[config.mk]
export PLATFORM = sky130hd
export DESIGN_NAME = sim_top
export DESIGN_NICKNAME = d
export VERILOG_FILES = /design/src/line_pkg.sv /design/src/line_req_gen.sv /design/src/axi_burst_master.sv /design/src/line_check.sv /design/src/sim_top.sv
export SDC_FILE = /design/constraint.sdc
export NUM_CORES = 2
export LEC_CHECK = 0
export BUFFER_PORTS_ARGS = -buffer_cell sky130_fd_sc_hd__buf_2
export CAP_MARGIN = 5
export CORE_MARGIN = 2
export CORE_UTILIZATION = 50
export DETAILED_ROUTE_END_ITERATION = 8
export PLACE_DENSITY = 0.67
export SYNTH_ARGS = -nofsm -noshare
export SYNTH_HDL_FRONTEND = slang
export SYNTH_SLANG_ARGS = --single-unit
export TNS_END_PERCENT = 30
[constraint.sdc]
create_clock -name clock -period 12 [get_ports clock]
set_input_delay 2.4 -clock clock [delete_from_list [all_inputs] [get_ports clock]]
set_output_delay 2.4 -clock clock [all_outputs]
set_load 0.02 [all_outputs]
[src/line_pkg.sv]
package line_pkg;

    localparam int ADDR_W      = 32;
    localparam int DATA_W      = 64;
    localparam int BEATS       = 8;
    localparam int LINE_BYTES  = 64;
    localparam logic [7:0] BURST_LEN  = 8'd7;
    localparam logic [2:0] BURST_SIZE = 3'd3;      // 8 bytes per beat
    localparam logic [ADDR_W-1:0] BASE_ADDR = 32'h8000_0000;
    localparam int IDLE_CYCLES = 16;
    localparam logic [DATA_W-1:0] PATTERN_SEED = 64'h5a17_c3e9_0b6d_f284;
    // x^64 + x^63 + x^61 + x^60 + 1, right shifting galois form
    localparam logic [DATA_W-1:0] PATTERN_TAPS = 64'hd800_0000_0000_0000;

    typedef union packed {
        logic [BEATS*DATA_W-1:0]      flat;
        logic [BEATS-1:0][DATA_W-1:0] beat;    // beat 0 at the line address
    } line_u;

    typedef struct packed {
        logic              write;
        logic [ADDR_W-1:0] addr;
        line_u             line;
    } xfer_req_t;

    // ordered so that a larger code is the worse response
    typedef enum logic [1:0] {
        RESP_OKAY   = 2'b00,
        RESP_EXOKAY = 2'b01,
        RESP_SLVERR = 2'b10,
        RESP_DECERR = 2'b11
    } axi_resp_e;

    typedef struct packed {
        logic [ADDR_W-1:0] addr;
        logic [7:0]        len;
        logic [2:0]        size;
        logic [1:0]        burst;
    } axi_ax_t;

    typedef struct packed {
        logic [DATA_W-1:0]   data;
        logic [DATA_W/8-1:0] strb;
        logic                last;
    } axi_w_t;

    typedef struct packed {
        logic [DATA_W-1:0] data;
        axi_resp_e         resp;
        logic              last;
    } axi_r_t;

    typedef struct packed {
        axi_resp_e resp;
    } axi_b_t;

endpackage

[src/line_req_gen.sv]
`timescale 1ns/100ps

module line_req_gen (
    input  logic                clock,
    input  logic                reset,
    input  logic                run_i,
    input  logic                ack_i,
    output logic                req_valid_o,
    output line_pkg::xfer_req_t req_o
);
    import line_pkg::*;

    typedef logic [$clog2(IDLE_CYCLES)-1:0] idle_cnt_t;

    idle_cnt_t         idle_cnt;
    logic              phase_rd;   // 0 write next, 1 read back
    logic [ADDR_W-1:0] line_addr;
    logic [DATA_W-1:0] lfsr;
    logic              counting;
    logic              fill_beat;
    logic              fire;

    // a new pair needs run_i, the read back of a pair always goes out
    assign counting  = !req_valid_o && (phase_rd || run_i);

    // the first BEATS cycles of a write gap build the line
    assign fill_beat = counting && !phase_rd && (idle_cnt < idle_cnt_t'(BEATS));
    assign fire      = counting && (idle_cnt == idle_cnt_t'(IDLE_CYCLES - 1));

    always_ff @(posedge clock) begin
        if (reset) begin
            idle_cnt    <= '0;
            phase_rd    <= 1'b0;
            line_addr   <= BASE_ADDR;
            lfsr        <= PATTERN_SEED;
            req_valid_o <= 1'b0;
        end else begin
            if (ack_i) begin
                req_valid_o <= 1'b0;
                idle_cnt    <= '0;
                phase_rd    <= !phase_rd;
                if (phase_rd) begin
                    line_addr <= line_addr + ADDR_W'(LINE_BYTES);   // pair done
                end
            end else if (fire) begin
                req_valid_o <= 1'b1;
            end else if (counting) begin
                idle_cnt <= idle_cnt + 1'b1;
            end

            // one step per beat, never reseeded
            if (fill_beat) begin
                lfsr <= {1'b0, lfsr[DATA_W-1:1]} ^ (lfsr[0] ? PATTERN_TAPS : '0);
            end
        end
    end

    // request payload, only changes while req_valid_o is low
    always_ff @(posedge clock) begin
        if (fill_beat) begin
            req_o.line.beat[idle_cnt[$clog2(BEATS)-1:0]] <= lfsr;  // current state first
        end
        if (fire) begin
            req_o.write <= !phase_rd;
            req_o.addr  <= line_addr;
            if (phase_rd) begin
                req_o.line <= '0;
            end
        end
    end

endmodule

[src/axi_burst_master.sv]
`timescale 1ns/100ps

module axi_burst_master (
    input  logic                clock,
    input  logic                reset,

    input  logic                req_valid_i,
    input  line_pkg::xfer_req_t req_i,
    output logic                ack_o,
    output line_pkg::line_u     rdata_o,
    output line_pkg::axi_resp_e resp_o,

    output logic                aw_valid_o,
    input  logic                aw_ready_i,
    output line_pkg::axi_ax_t   aw_o,

    output logic                w_valid_o,
    input  logic                w_ready_i,
    output line_pkg::axi_w_t    w_o,

    input  logic                b_valid_i,
    output logic                b_ready_o,
    input  line_pkg::axi_b_t    b_i,

    output logic                ar_valid_o,
    input  logic                ar_ready_i,
    output line_pkg::axi_ax_t   ar_o,

    input  logic                r_valid_i,
    output logic                r_ready_o,
    input  line_pkg::axi_r_t    r_i
);
    import line_pkg::*;

    typedef enum logic [2:0] {
        ST_IDLE,
        ST_ADDR,    // read address only
        ST_DATA,    // write AW + W, or read R beats
        ST_RESP,
        ST_DONE
    } state_e;

    typedef logic [$clog2(BEATS)-1:0] beat_idx_t;

    state_e    state;
    beat_idx_t beat_cnt;
    line_u     rline;
    axi_resp_e resp_q;
    axi_ax_t   ax;
    logic      aw_fin;
    logic      w_fin;
    logic      r_hs;

    // req_i is held by the generator until ack, so the payload is stable
    assign ax   = '{addr: req_i.addr, len: BURST_LEN, size: BURST_SIZE, burst: 2'b01};
    assign aw_o = ax;
    assign ar_o = ax;

    assign w_o = '{data: req_i.line.beat[beat_cnt],
                   strb: {(DATA_W/8){1'b1}},
                   last: (beat_cnt == beat_idx_t'(BEATS - 1))};

    // done already, or done in this cycle
    assign aw_fin = !aw_valid_o || aw_ready_i;
    assign w_fin  = !w_valid_o || (w_ready_i && w_o.last);
    assign r_hs   = r_valid_i && r_ready_o;

    assign ack_o   = (state == ST_DONE);
    assign rdata_o = rline;
    assign resp_o  = resp_q;

    always_ff @(posedge clock) begin
        if (reset) begin
            state      <= ST_IDLE;
            aw_valid_o <= 1'b0;
            w_valid_o  <= 1'b0;
            ar_valid_o <= 1'b0;
            b_ready_o  <= 1'b0;
            r_ready_o  <= 1'b0;
            beat_cnt   <= '0;
            resp_q     <= RESP_OKAY;
        end else begin
            case (state)
                ST_IDLE: begin
                    if (req_valid_i) begin
                        beat_cnt <= '0;
                        resp_q   <= RESP_OKAY;
                        if (req_i.write) begin
                            aw_valid_o <= 1'b1;
                            w_valid_o  <= 1'b1;
                            state      <= ST_DATA;
                        end else begin
                            ar_valid_o <= 1'b1;
                            state      <= ST_ADDR;
                        end
                    end
                end
                ST_ADDR: begin
                    if (ar_ready_i) begin
                        ar_valid_o <= 1'b0;
                        r_ready_o  <= 1'b1;
                        state      <= ST_DATA;
                    end
                end
                ST_DATA: begin
                    if (req_i.write) begin
                        if (aw_valid_o && aw_ready_i) begin
                            aw_valid_o <= 1'b0;
                        end
                        if (w_valid_o && w_ready_i) begin
                            beat_cnt <= beat_cnt + 1'b1;
                            if (w_o.last) begin
                                w_valid_o <= 1'b0;
                            end
                        end
                        if (aw_fin && w_fin) begin  // either order
                            b_ready_o <= 1'b1;
                            state     <= ST_RESP;
                        end
                    end else if (r_hs) begin
                        beat_cnt <= beat_cnt + 1'b1;
                        if (r_i.resp > resp_q) begin
                            resp_q <= r_i.resp;     // keep the worst
                        end
                        if (r_i.last) begin
                            r_ready_o <= 1'b0;
                            state     <= ST_DONE;
                        end
                    end
                end
                ST_RESP: begin
                    if (b_valid_i && b_ready_o) begin
                        b_ready_o <= 1'b0;
                        resp_q    <= b_i.resp;
                        state     <= ST_DONE;
                    end
                end
                ST_DONE: state <= ST_IDLE;      // ack cycle, req drops after it
                default: state <= ST_IDLE;
            endcase
        end
    end

    // read line assembly
    always_ff @(posedge clock) begin
        if (r_hs) begin
            rline.beat[beat_cnt] <= r_i.data;
        end
    end

endmodule

[src/line_check.sv]
`timescale 1ns/100ps

module line_check (
    input  logic                clock,
    input  logic                reset,
    input  logic                req_valid_i,
    input  line_pkg::xfer_req_t req_i,
    input  logic                ack_i,
    input  line_pkg::line_u     rdata_i,
    input  line_pkg::axi_resp_e resp_i,
    output logic [15:0]         pair_count_o,
    output logic [15:0]         mismatch_count_o,
    output logic [15:0]         resp_err_count_o
);
    import line_pkg::*;

    line_u ref_line;    // last line written
    logic  wr_err;      // write half of the pair saw an error
    logic  wr_ack;
    logic  rd_ack;
    logic  rd_err;

    assign wr_ack = ack_i && req_valid_i && req_i.write;
    assign rd_ack = ack_i && req_valid_i && !req_i.write;
    assign rd_err = (resp_i != RESP_OKAY);

    always_ff @(posedge clock) begin
        if (reset) begin
            ref_line         <= '0;
            wr_err           <= 1'b0;
            pair_count_o     <= '0;
            mismatch_count_o <= '0;
            resp_err_count_o <= '0;
        end else begin
            if (wr_ack) begin
                ref_line <= req_i.line;
                wr_err   <= (resp_i != RESP_OKAY);
            end
            if (rd_ack) begin
                pair_count_o <= pair_count_o + 16'd1;
                if (rdata_i.flat != ref_line.flat) begin
                    mismatch_count_o <= mismatch_count_o + 16'd1;
                end
                resp_err_count_o <= resp_err_count_o + 16'(wr_err) + 16'(rd_err);
            end
        end
    end

endmodule

[src/sim_top.sv]
`timescale 1ns/100ps

module sim_top (
    input  logic              clock,
    input  logic              reset,
    input  logic              run_i,

    output logic              aw_valid_o,
    input  logic              aw_ready_i,
    output line_pkg::axi_ax_t aw_o,

    output logic              w_valid_o,
    input  logic              w_ready_i,
    output line_pkg::axi_w_t  w_o,

    input  logic              b_valid_i,
    output logic              b_ready_o,
    input  line_pkg::axi_b_t  b_i,

    output logic              ar_valid_o,
    input  logic              ar_ready_i,
    output line_pkg::axi_ax_t ar_o,

    input  logic              r_valid_i,
    output logic              r_ready_o,
    input  line_pkg::axi_r_t  r_i,

    output logic [15:0]       pair_count_o,
    output logic [15:0]       mismatch_count_o,
    output logic [15:0]       resp_err_count_o
);
    import line_pkg::*;

    logic      req_valid;
    xfer_req_t req;
    logic      ack;
    line_u     rdata;
    axi_resp_e resp;

    line_req_gen u_req_gen (
        .clock       (clock),
        .reset       (reset),
        .run_i       (run_i),
        .ack_i       (ack),
        .req_valid_o (req_valid),
        .req_o       (req)
    );

    axi_burst_master u_master (
        .clock       (clock),
        .reset       (reset),
        .req_valid_i (req_valid),
        .req_i       (req),
        .ack_o       (ack),
        .rdata_o     (rdata),
        .resp_o      (resp),
        .aw_valid_o  (aw_valid_o),
        .aw_ready_i  (aw_ready_i),
        .aw_o        (aw_o),
        .w_valid_o   (w_valid_o),
        .w_ready_i   (w_ready_i),
        .w_o         (w_o),
        .b_valid_i   (b_valid_i),
        .b_ready_o   (b_ready_o),
        .b_i         (b_i),
        .ar_valid_o  (ar_valid_o),
        .ar_ready_i  (ar_ready_i),
        .ar_o        (ar_o),
        .r_valid_i   (r_valid_i),
        .r_ready_o   (r_ready_o),
        .r_i         (r_i)
    );

    line_check u_check (
        .clock            (clock),
        .reset            (reset),
        .req_valid_i      (req_valid),
        .req_i            (req),
        .ack_i            (ack),
        .rdata_i          (rdata),
        .resp_i           (resp),
        .pair_count_o     (pair_count_o),
        .mismatch_count_o (mismatch_count_o),
        .resp_err_count_o (resp_err_count_o)
    );

endmodule

==> flow_summary_export.csv <==
group,metric,value,unit
power,power.ir.vdd_worst,0.141,mV
clocking,numClockSinks,1721,
synthesis,synth_sequential_area_ratio,59.6,%
synthesis,synth_enable_flop_cells,539,
routing,detail_route.first_pass.iterations,8,
timing,tns,0,ns
power,sequential_fraction_of_design_power,52.1,%
floorplanning,floorplan.die_area,137000,µm²
power,p_sw_share,25.3,%
routing,antenna_left,0,
critical_path,crit_path_max_fanout,36,
timing,actual_slew_at_the_worst_max_slew_pin,1.43,ns
timing,min_period_over_period,54.5,%
timing,post-route-min-period,6.54,ns
critical_path,crit_top_cell,"buf_4",
timing,rsz0062_at_grt,"no",
routing,violation_count_after_the_first_detailed_route_iteration,8987,
synthesis,area_of_the_mapped_netlist,66900,µm²
power,power_density,173,nW/µm²
critical_path,criticalPathCategory,"reg -> out",
place,hpwl_after_detailed_placement,159000,µm
critical_path,crit_path_leading_delay_family,"buffers and inverters",
timing,report.final.hold_viol_count,0,
synthesis,yosys.cell_types.count,54,
timing,slew_headroom,3.97,%
clocking,tritoncts_clock_tree,"yes",
synthesis,syn_inst,7049,
finish,finish.net_count,7081,
grt,grt.total_usage,36.9,%
grt,grt_first_pass_wirelength,363000,µm
synthesis,ys_async_sr_fraction,0,%
clocking,cts-buffers-inserted,173,
finish,layout-drive-gt1-share,8.79,%
grt,grt_start_max_net_pins,197,
critical_path,cpMaxStageDelayCell,"buf_4",
finish,final_common_cell,"nand2_1",
job,maxCapViolCount,0,
timing,clock_skew,0.0324,ns
grt,antenna_violations_before_repair,34,
clocking,post_cts_hold_buffer_count,0,
synthesis,yosys_warnings,0,
floorplanning,chip_width,370,µm
floorplanning,io_pins,293,
synthesis,syn_avg_cell_area,9.49,µm²
grt,top_usage_layer,"met2",
clocking,ctsHtreeMaxLevel,4,
grt,use_met3,12.2,%
power,cellInternalPower,9.63,mW
synthesis,synth_top_flop_cell,"dfxtp_1",
synthesis,synth_top_area_share,35.4,%
finish,highest_count_cells_in_the_layout_ignoring_fill_and_taps,"nand2_1, dfxtp_1, a21oi_1",
power,total_power,12.9,mW
clocking,clock_tree.root_cell,"clkbuf_16",
power,share_clk_of_total_power,41.5,%
floorplanning,dieHeight,370,µm
clocking,post_cts_resize_count,0,
routing,route.final.wire_length,259000,µm
grt,met1_usage,47.7,%
clocking,post-cts-setup-buffers,0,
floorplanning,floorplan.core_area,133000,µm²
critical_path,worst-path-buf-inv,3,
routing,post_detailed_route_drc_marker_count,0,
clocking,clkTransAtPathRegs,0.06,ns
routing,vias,55100,
critical_path,timing.critical_path.to_type,"output port",
synthesis,synth_area_leaders,"dfxtp_1, edfxtp_1, nand2_1",
timing,finalWorstSetupSlack,5.46,ns
clocking,worst_skew_pair_latency,0.84,ns
place,place_congestion,1.02,
timing,timing.final.max_slew_violations,0,
critical_path,slowest_cell_delay_on_critical_path,0.73,ns
critical_path,worst-endpoint-arrival,4.14,ns
synthesis,synth_area_leader_cell,"dfxtp_1",
routing,post_drt_wl_per_cell,29.0,µm
hold_path,type_of_the_most_critical_hold_path,"reg -> reg",
floorplanning,num_rows,134,
clocking,clock_path_buffers,3,
floorplanning,start_util,50.2,%
power,power.static_leakage,24.5,nW
place,dp_worst_setup_slack,6.30,ns
grt,globalRouteMet2Util,53.0,%
routing,route.detailed.vias_per_inst,6.17,
finish,area_added_between_synthesis_and_finish,11.1,%
power,switchingPower,3.26,mW
critical_path,crit_path_cell_trace,"nand2_1, nor2_4, buf_4, buf_4, a22oi_1, nand4_1, buf_2",
timing,peak_freq,153,MHz
status,run_status,"completed",
grt,grt-ovfl-total,0,
finish,finish.utilization,55.8,%
power,combPwrFrac,6.4,%
synthesis,postSynthRegisterBits,1721,
critical_path,critPathLaunchType,"register",
place,buffer_ports.inserted,246,
critical_path,critical_path_required,9.60,ns
timing,setup_viol_count_final,0,
grt,vias_in_the_first_global_route,50000,
[worst paths after layout]
path	from	endpoint	slack, ns	cells after the start
min reg2reg	u_req_gen.req_o[404]	u_check.ref_line[404]	0.44	2
min	u_req_gen.req_o[404]	u_check.ref_line[404]	0.44	2
max reg2reg	u_master.rdata_o[436]	u_check.mismatch_count_o[13]	6.90	7
max	u_master.beat_cnt[2]	w_o[21]	5.46	7
[power by group through the flow]
| stage | Combinational (mW) | Sequential (mW) | Clock [mW] |
|---|---|---|---|
| after detailed placement | 0.806 | 6.81 | 0 |
| after floorplan | 0.570 | 6.66 | 0 |
| after global routing | 0.893 | 6.74 | 5.57 |
| final | 0.827 | 6.71 | 5.35 |
| after CTS | 0.810 | 6.68 | 5.35 |
| after global placement | 0.782 | 6.80 | 0 |
[tightest hold or removal path, cell delays in order, from the launching register on]
cell and delay (ns):
dfxtp_1 0.32, nand2_1 0.06, a21oi_1 0.05
[area by class of cell]
type / count / area [µm²]
diodes: 17 / 42.5
clock buffers: 258 / 5020
clock inverters: 66 / 531
fillers: 11700 / 58800
inverters: 14 / 52.6
multi-input cells: 4757 / 24700
flip-flops and latches: 1721 / 39800
well taps: 1768 / 2210
repair buffers: 327 / 1890
[metrics by stage]
stage          std cells  hold slack, ns  cell area (µm²)
4_1_cts             8910           0.456            74300
6_report            8928           0.445            74300
3_5_place_dp        8586           0.444            68700
5_1_grt             8913           0.470            74300
3_3_place_gp        8586           0.434            68700
2_1_floorplan       7093           0.428            67100
[registers in the layout (all words and copies together), names as in the netlist, 4 cells and up]
register	flops
u_req_gen.line_addr	26
u_check.mismatch_count_o	16
u_check.ref_line	512
u_req_gen.idle_cnt	4
u_req_gen.req_o	539
u_check.pair_count_o	16
u_check.resp_err_count_o	16
u_req_gen.lfsr	64
u_master.rdata_o	512
[logic make-up after synthesis]
| family | after synthesis | share of synthesized area, % |
|---|---|---|
| AO/OA/AOI/OAI | 1371 | 11.3 |
| XOR/XNOR | 567 | 7.42 |
| adder cells (fa/ha/maj) | 10 | 0.198 |
| buffers and inverters | 615 | 4.06 |
| flip-flops | 1721 | 59.6 |
| multiplexers | 22 | 0.357 |
| other | 2 | 0.0112 |
| AND/OR/NAND/NOR | 2741 | 17.1 |
[layer usage]
| layer | wire, µm | vias to the layer above |
|---|---|---|
| li1 | - | 23600 |
| met1 | 92500 | 26500 |
| met2 | 108000 | 4140 |
| met3 | 38600 | 929 |
| met4 | 19400 | 18 |
| met5 | 126 | - |
[synth_stat cells, drive strengths merged (14+ instances only)]
| library cell | count |
|---|---|
| a21oi | 1082 |
| a22oi | 257 |
| and3 | 15 |
| buf | 140 |
| clkbuf | 461 |
| dfxtp | 1182 |
| edfxtp | 539 |
| inv | 14 |
| mux2 | 15 |
| nand2 | 2219 |
| nand3 | 31 |
| nand3b | 31 |
| nand4 | 221 |
| nor2 | 112 |
| nor2b | 16 |
| nor3 | 16 |
| nor4 | 36 |
| xnor2 | 534 |
| xor2 | 33 |
(Power assumes the default switching activity.)
